<file path="config.mk">
export PLATFORM = sky130hd
export DESIGN_NAME = cpu_top
export DESIGN_NICKNAME = d
export VERILOG_FILES = /design/src/common/isa_pkg.sv /design/src/common/pipe_pkg.sv /design/src/rtl/gpr.sv /design/src/rtl/idu.sv /design/src/rtl/exu.sv /design/src/rtl/cpu_top.sv
export VERILOG_INCLUDE_DIRS = /design/src /design/src/common
export SDC_FILE = /design/constraint.sdc
export NUM_CORES = 2
export LEC_CHECK = 0
export BUFFER_PORTS_ARGS = -buffer_cell sky130_fd_sc_hd__buf_2
export CELL_PAD_IN_SITES_DETAIL_PLACEMENT = 1
export CELL_PAD_IN_SITES_GLOBAL_PLACEMENT = 1
export CORE_ASPECT_RATIO = 0.5
export CORE_MARGIN = 8
export CORE_UTILIZATION = 58
export CTS_CLUSTER_SIZE = 20
export DETAILED_ROUTE_END_ITERATION = 12
export MAX_ROUTING_LAYER = met4
export PLACE_DENSITY_LB_ADDON = 0.1
export SYNTH_ARGS = -nofsm -noshare
export SYNTH_HDL_FRONTEND = slang
export SYNTH_HIERARCHICAL = 1
export SYNTH_SLANG_ARGS = --single-unit
</file>
<file path="constraint.sdc">
create_clock -name clk_i -period 7.51 [get_ports clk_i]
set_input_delay 2.253 -clock clk_i [delete_from_list [all_inputs] [get_ports clk_i]]
set_output_delay 2.253 -clock clk_i [all_outputs]
set_load 0.02 [all_outputs]
</file>
<file path="src/common/core_config.svh">
`ifndef CORE_CONFIG_SVH
`define CORE_CONFIG_SVH

// integer datapath width
`define XLEN 32

// register file addressing
`define REG_AW 5

// x0 included, though it holds no storage
`define NUM_REGS 32

`endif

</file>
<file path="src/common/isa_pkg.sv">
`include "core_config.svh"

package isa_pkg;

    // major opcodes of the integer ALU subset
    typedef enum logic [6:0] {
        OP     = 7'b0110011,  // register-register
        OP_IMM = 7'b0010011   // register-immediate
    } opcode_e;

    // funct3 codes
    localparam logic [2:0] F3_ADD_SUB = 3'b000;
    localparam logic [2:0] F3_SLL     = 3'b001;
    localparam logic [2:0] F3_SLT     = 3'b010;
    localparam logic [2:0] F3_SLTU    = 3'b011;
    localparam logic [2:0] F3_XOR     = 3'b100;
    localparam logic [2:0] F3_SRL_SRA = 3'b101;
    localparam logic [2:0] F3_OR      = 3'b110;
    localparam logic [2:0] F3_AND     = 3'b111;

    // funct7 codes
    localparam logic [6:0] F7_NORMAL = 7'b0000000;
    localparam logic [6:0] F7_ALT    = 7'b0100000;  // SUB and SRA

    typedef struct packed {
        logic [6:0]         funct7;
        logic [`REG_AW-1:0] rs2;
        logic [`REG_AW-1:0] rs1;
        logic [2:0]         funct3;
        logic [`REG_AW-1:0] rd;
        opcode_e            opcode;
    } r_type_t;

    typedef struct packed {
        logic [11:0]        imm;  // funct7 and shamt for shifts
        logic [`REG_AW-1:0] rs1;
        logic [2:0]         funct3;
        logic [`REG_AW-1:0] rd;
        opcode_e            opcode;
    } i_type_t;

    // one instruction word, read as R or I format
    typedef union packed {
        r_type_t r;
        i_type_t i;
    } inst_u;

endpackage

</file>
<file path="src/common/pipe_pkg.sv">
`include "core_config.svh"

package pipe_pkg;

    typedef enum logic [3:0] {
        ALU_ADD, ALU_SUB, ALU_SLL, ALU_SLT, ALU_SLTU,
        ALU_XOR, ALU_SRL, ALU_SRA, ALU_OR,  ALU_AND
    } alu_op_e;

    // decode -> execute
    typedef struct packed {
        logic               valid;
        logic               illegal;
        logic               we;       // low for x0 and illegal words
        logic [`REG_AW-1:0] rd;
        alu_op_e            op;
        logic [`XLEN-1:0]   op1;
        logic [`XLEN-1:0]   op2;      // register or sign-extended imm
    } dec_info_t;

    // execute -> writeback / retire
    typedef struct packed {
        logic               valid;
        logic               illegal;
        logic               we;
        logic [`REG_AW-1:0] rd;
        logic [`XLEN-1:0]   data;
    } wb_info_t;

endpackage

</file>
<file path="src/rtl/gpr.sv">
`include "core_config.svh"

module gpr (
    input  logic                clk_i,
    input  logic                rst_n_i,
    input  pipe_pkg::wb_info_t  wb_i,
    input  logic [`REG_AW-1:0]  raddr1_i,
    input  logic [`REG_AW-1:0]  raddr2_i,
    output logic [`XLEN-1:0]    rdata1_o,
    output logic [`XLEN-1:0]    rdata2_o
);

    // x0 has no storage
    logic [`XLEN-1:0] regs [1:`NUM_REGS-1];

    always_ff @(posedge clk_i) begin
        if (!rst_n_i) begin
            for (int k = 1; k < `NUM_REGS; k++) begin
                regs[k] <= '0;
            end
        end else if (wb_i.valid && wb_i.we && (wb_i.rd != '0)) begin
            regs[wb_i.rd] <= wb_i.data;
        end
    end

    // async read, x0 reads zero
    assign rdata1_o = (raddr1_i == '0) ? '0 : regs[raddr1_i];
    assign rdata2_o = (raddr2_i == '0) ? '0 : regs[raddr2_i];

endmodule

</file>
<file path="src/rtl/idu.sv">
`include "core_config.svh"

module idu (
    input  logic                 clk_i,
    input  logic                 rst_n_i,
    input  logic                 inst_valid_i,
    input  isa_pkg::inst_u       inst_i,
    input  logic [`XLEN-1:0]     rdata1_i,
    input  logic [`XLEN-1:0]     rdata2_i,
    input  pipe_pkg::wb_info_t   ex_fwd_i,   // result being computed now
    input  pipe_pkg::wb_info_t   wb_fwd_i,   // result written at next edge
    output logic [`REG_AW-1:0]   raddr1_o,
    output logic [`REG_AW-1:0]   raddr2_o,
    output pipe_pkg::dec_info_t  dec_o
);

    pipe_pkg::alu_op_e   alu_op;
    pipe_pkg::dec_info_t dec_d;
    logic                illegal;
    logic                is_imm;
    logic [`XLEN-1:0]    imm_sext;
    logic [`XLEN-1:0]    rs1_val;
    logic [`XLEN-1:0]    rs2_val;

    // newest producer wins
    function automatic logic [`XLEN-1:0] bypass(
        input logic [`REG_AW-1:0] addr,
        input logic [`XLEN-1:0]   rf_data,
        input pipe_pkg::wb_info_t ex,
        input pipe_pkg::wb_info_t wb
    );
        if (addr == '0) return '0;
        if (ex.valid && ex.we && (ex.rd == addr)) return ex.data;
        if (wb.valid && wb.we && (wb.rd == addr)) return wb.data;
        return rf_data;
    endfunction

    // alt selects SUB / SRA on the shared funct3 codes
    function automatic pipe_pkg::alu_op_e f3_to_op(input logic [2:0] f3, input logic alt);
        case (f3)
            isa_pkg::F3_ADD_SUB: return alt ? pipe_pkg::ALU_SUB : pipe_pkg::ALU_ADD;
            isa_pkg::F3_SLL:     return pipe_pkg::ALU_SLL;
            isa_pkg::F3_SLT:     return pipe_pkg::ALU_SLT;
            isa_pkg::F3_SLTU:    return pipe_pkg::ALU_SLTU;
            isa_pkg::F3_XOR:     return pipe_pkg::ALU_XOR;
            isa_pkg::F3_SRL_SRA: return alt ? pipe_pkg::ALU_SRA : pipe_pkg::ALU_SRL;
            isa_pkg::F3_OR:      return pipe_pkg::ALU_OR;
            default:             return pipe_pkg::ALU_AND;
        endcase
    endfunction

    always_comb begin
        alu_op  = pipe_pkg::ALU_ADD;
        illegal = 1'b0;
        is_imm  = 1'b0;
        case (inst_i.r.opcode)
            isa_pkg::OP: begin
                alu_op = f3_to_op(inst_i.r.funct3, inst_i.r.funct7 == isa_pkg::F7_ALT);
                // alt form only exists for SUB and SRA
                if (inst_i.r.funct7 == isa_pkg::F7_ALT) begin
                    illegal = (inst_i.r.funct3 != isa_pkg::F3_ADD_SUB) &&
                              (inst_i.r.funct3 != isa_pkg::F3_SRL_SRA);
                end else begin
                    illegal = (inst_i.r.funct7 != isa_pkg::F7_NORMAL);
                end
            end
            isa_pkg::OP_IMM: begin
                is_imm = 1'b1;
                alu_op = f3_to_op(inst_i.i.funct3,
                                  (inst_i.i.funct3 == isa_pkg::F3_SRL_SRA) && inst_i.i.imm[10]);
                if (inst_i.i.funct3 == isa_pkg::F3_SLL) begin
                    illegal = (inst_i.i.imm[11:5] != isa_pkg::F7_NORMAL);
                end else if (inst_i.i.funct3 == isa_pkg::F3_SRL_SRA) begin
                    illegal = (inst_i.i.imm[11:5] != isa_pkg::F7_NORMAL) &&
                              (inst_i.i.imm[11:5] != isa_pkg::F7_ALT);
                end
            end
            default: illegal = 1'b1;  // loads, branches, system...
        endcase
    end

    assign imm_sext = {{(`XLEN-12){inst_i.i.imm[11]}}, inst_i.i.imm};
    assign raddr1_o = inst_i.r.rs1;
    assign raddr2_o = inst_i.r.rs2;
    assign rs1_val  = bypass(raddr1_o, rdata1_i, ex_fwd_i, wb_fwd_i);
    assign rs2_val  = bypass(raddr2_o, rdata2_i, ex_fwd_i, wb_fwd_i);

    always_comb begin
        dec_d.valid   = inst_valid_i;
        dec_d.illegal = illegal;
        dec_d.we      = !illegal && (inst_i.r.rd != '0);
        dec_d.rd      = inst_i.r.rd;
        dec_d.op      = alu_op;
        dec_d.op1     = rs1_val;
        dec_d.op2     = is_imm ? imm_sext : rs2_val;
    end

    always_ff @(posedge clk_i) begin
        dec_o <= dec_d;
        if (!rst_n_i) begin
            dec_o.valid <= 1'b0;
        end
    end

endmodule

</file>
<file path="src/rtl/exu.sv">
`include "core_config.svh"

module exu (
    input  logic                 clk_i,
    input  logic                 rst_n_i,
    input  pipe_pkg::dec_info_t  dec_i,
    output pipe_pkg::wb_info_t   ex_fwd_o,  // same-cycle result for bypass
    output pipe_pkg::wb_info_t   wb_o
);

    logic [`XLEN-1:0] result;
    logic [4:0]       shamt;
    logic             lt_s;
    logic             lt_u;

    assign shamt = dec_i.op2[4:0];
    assign lt_s  = $signed(dec_i.op1) < $signed(dec_i.op2);
    assign lt_u  = dec_i.op1 < dec_i.op2;

    always_comb begin
        case (dec_i.op)
            pipe_pkg::ALU_ADD:  result = dec_i.op1 + dec_i.op2;
            pipe_pkg::ALU_SUB:  result = dec_i.op1 - dec_i.op2;
            pipe_pkg::ALU_SLL:  result = dec_i.op1 << shamt;
            pipe_pkg::ALU_SLT:  result = {{(`XLEN-1){1'b0}}, lt_s};
            pipe_pkg::ALU_SLTU: result = {{(`XLEN-1){1'b0}}, lt_u};
            pipe_pkg::ALU_XOR:  result = dec_i.op1 ^ dec_i.op2;
            pipe_pkg::ALU_SRL:  result = dec_i.op1 >> shamt;
            pipe_pkg::ALU_SRA:  result = $signed(dec_i.op1) >>> shamt;
            pipe_pkg::ALU_OR:   result = dec_i.op1 | dec_i.op2;
            pipe_pkg::ALU_AND:  result = dec_i.op1 & dec_i.op2;
            default:            result = '0;
        endcase
    end

    always_comb begin
        ex_fwd_o.valid   = dec_i.valid;
        ex_fwd_o.illegal = dec_i.illegal;
        ex_fwd_o.we      = dec_i.we;
        ex_fwd_o.rd      = dec_i.rd;
        ex_fwd_o.data    = result;
    end

    // writeback stage register
    always_ff @(posedge clk_i) begin
        wb_o <= ex_fwd_o;
        if (!rst_n_i) begin
            wb_o.valid <= 1'b0;
        end
    end

endmodule

</file>
<file path="src/rtl/cpu_top.sv">
`include "core_config.svh"

module cpu_top (
    input  logic               clk_i,
    input  logic               rst_n_i,
    input  logic               inst_valid_i,
    input  logic [31:0]        inst_i,
    output logic               retire_valid_o,
    output logic               retire_illegal_o,
    output logic [`REG_AW-1:0] retire_rd_o,
    output logic [`XLEN-1:0]   retire_data_o
);

    logic [`REG_AW-1:0]  raddr1;
    logic [`REG_AW-1:0]  raddr2;
    logic [`XLEN-1:0]    rdata1;
    logic [`XLEN-1:0]    rdata2;
    pipe_pkg::dec_info_t dec;
    pipe_pkg::wb_info_t  ex_fwd;
    pipe_pkg::wb_info_t  wb;

    idu u_idu (
        .clk_i        (clk_i),
        .rst_n_i      (rst_n_i),
        .inst_valid_i (inst_valid_i),
        .inst_i       (inst_i),
        .rdata1_i     (rdata1),
        .rdata2_i     (rdata2),
        .ex_fwd_i     (ex_fwd),
        .wb_fwd_i     (wb),      // also the gpr write port
        .raddr1_o     (raddr1),
        .raddr2_o     (raddr2),
        .dec_o        (dec)
    );

    exu u_exu (
        .clk_i    (clk_i),
        .rst_n_i  (rst_n_i),
        .dec_i    (dec),
        .ex_fwd_o (ex_fwd),
        .wb_o     (wb)
    );

    gpr u_gpr (
        .clk_i    (clk_i),
        .rst_n_i  (rst_n_i),
        .wb_i     (wb),
        .raddr1_i (raddr1),
        .raddr2_i (raddr2),
        .rdata1_o (rdata1),
        .rdata2_o (rdata2)
    );

    // retire port
    assign retire_valid_o   = wb.valid;
    assign retire_illegal_o = wb.illegal;
    assign retire_rd_o      = wb.rd;
    assign retire_data_o    = wb.data;

endmodule

</file>
==> impl_metrics.yaml <==
timing:
  fmax_mhz: 179
  rsz0062_at_grt: "no"
  tightest_slew_ps: 1400
  finalSetupTns_ps: 0
  drv_slew: 0
  min_period_ps: 5590
  fin_ws_ps: 1920
  skew_ps: 52.0
  relSlewSlack: 0.0645
  hold_violations: 0
  finalSetupViolCount: 0
  fin_crit_sh: 0.744
critical_path:
  path_delay_family: "buffers and inverters"
  path_buf_inv: 3
  cp-startpoint: "inst_i[23]"
  cpPeakStageDelay_ps: 910
  r2r_start: "u_idu/dec_o[32]$_SDFF_PN0_"
  cp-start-kind: "primary input"
  reg2reg_to: "u_idu/dec_o[32]$_SDFF_PN0_"
  cp.arrival_ps: 6220
  crit_end: "u_idu/dec_o[6]$_DFF_P_"
  required_ps: 8140
  slowest_stage: "nor2b_4"
  timing.reg2reg.setup_slack_ps: 2470
  cp_common_cell: "buf_4"
  reg2regPathDepth: 15
  critPathCaptureType: "flop"
  worstPathCellList: "buf_2 -> buf_4 -> nor2b_4 -> buf_4 -> a22o_1 -> a2111oi_0 -> nor3_1 -> mux2i_1 -> o221ai_1"
  cp_num_cells: 9
  path_max_fanout: 22
  worstSetupPathType: "primary input to flop"
route:
  dr.pass1.iters: 6
  via_count: 50600
  dr.first_iter.drc_count: 8142
  wl_um: 269000
  viasPerCell: 7.62
  drc: 0
  ant_nets: 0
  wire_per_inst_um: 40.6
cells_and_area:
  fin_nets: 5121
  stdcell_count: 6638
  synthToLayoutAreaGrowth_pct: 8.24
  layout-drive-gt1-share: 0.217
  stdcell_area_um2: 72500
clock_tree:
  clk_pin_slew_worst_paths_ps: 60
  cts_buffers: 105
  cts_resized: 0
  root_buffer: "clkbuf_16"
  cts_tree: "built"
  cts_sinks: 1140
  holdBufCountCts: 0
  cts_max_path_buffers: 3
  clock_latency_ps: 780
  h-tree-depth: 3
  post_cts_buffers: 0
status:
  status: "finished, final reports clean"
placed_design:
  port_buffers: 73
  dp_hpwl_um: 172000
  placed_cells: 6410
  dpl_worst_slack_ps: 1540
  place_area_um2: 69000
  place.gp.congestion: 0.976
global_routing:
  grt_max_degree: 88
  met1_usage: 0.538
  grt_first_pass_wirelength_um: 377000
  grt_usage: 0.424
  gr-total-overflow: 0
  grt_util_met3: 0.185
  top_usage_layer: "met2"
  grt_pass1_vias: 50800
  grt.met2_usage: 0.607
  antenna_found_initial: 26
power_and_ir_drop:
  ir_drop_mv: 0.205
  p_leak_nw: 27.0
  powerDensity_nw_per_um2: 246
  p_total_mw: 17.8
floorplan:
  start_util: 0.583
  rows: 88
  io_pins: 74
  die_h_um: 256
  die_w_um: 497
  die_area_um2: 127000
  coreArea_um2: 115000
yosys:
  netlist_instances: 5109
  postSynthAreaPerCell_um2: 13.1
  synth_area_um2: 67000
  yosys_warnings: 6
run:
  cap_violations: 0
worst_hold_path:
  hold_class: "flop to flop"
[through the flow]
step	hold WS (ps)	utilization
after detailed placement	316	0.600
after CTS	333	0.630
after global placement	320	0.600
after global routing	344	0.631
after floorplan	310	-
final	330	0.631
[layout make-up]
| cell class | instances | area (um2) |
|---|---|---|
| Multi-Input combinational cell | 3350 | 31600 |
| Inverter | 127 | 477 |
| Clock buffer | 132 | 2840 |
| Timing Repair Buffer | 263 | 1950 |
| Tap cell | 1530 | 1910 |
| Antenna cell | 31 | 77.6 |
| Fill cell | 10900 | 42400 |
| Sequential cell | 1140 | 33100 |
| Clock inverter | 65 | 604 |
[cells in the final DEF, fill, tap and decap left out, types with 66 or more instances in the layout]
master     instances
mux2i_1          255
a21oi_1          114
nor3_1            88
nor2_1           201
o21ai_0           84
buf_4            183
and2_1          1007
a211oi_1          83
nand2_1           97
edfxtp_1        1024
mux4_2           532
dfxtp_1          111
buf_2             66
clkbuf_16        109
ha_1              97
o221ai_1          67
inv_1            123
o22ai_1           92
[power breakdown]
part	internal (mW)	switching, mW	leakage, nW	total, mW
logic	1.39	3.20	13.8	4.60
clock network	2.97	2.57	1.68	5.54
registers	7.29	0.391	11.5	7.68
[registers in the layout, indices dropped and copies added, names as in the netlist]
register     count
u_gpr/regs    1024
u_idu/dec_o     76
u_exu/wb_o      40
[worst min path at each step]
stage	from	end	slack, ps	cells after the start
2_1_floorplan	u_idu/dec_o[74]$_DFF_P_	u_exu/wb_o[38]$_DFF_P_	310	0
3_3_place_gp	u_idu/dec_o[74]$_DFF_P_	u_exu/wb_o[38]$_DFF_P_	320	0
3_5_place_dp	u_idu/dec_o[74]$_DFF_P_	u_exu/wb_o[38]$_DFF_P_	320	0
4_1_cts	u_idu/dec_o[74]$_DFF_P_	u_exu/wb_o[38]$_DFF_P_	330	0
5_1_grt	u_idu/dec_o[74]$_DFF_P_	u_exu/wb_o[38]$_DFF_P_	340	0
6_report	u_idu/dec_o[74]$_DFF_P_	u_exu/wb_o[38]$_DFF_P_	330	0
[layer usage]
layer,vias to the layer above,routed length (um)
met4,0,11000
met1,26100,96600
met2,4436,118000
met5,-,0
li1,19300,-
met3,813,43800
(Power assumes the default switching activity.)
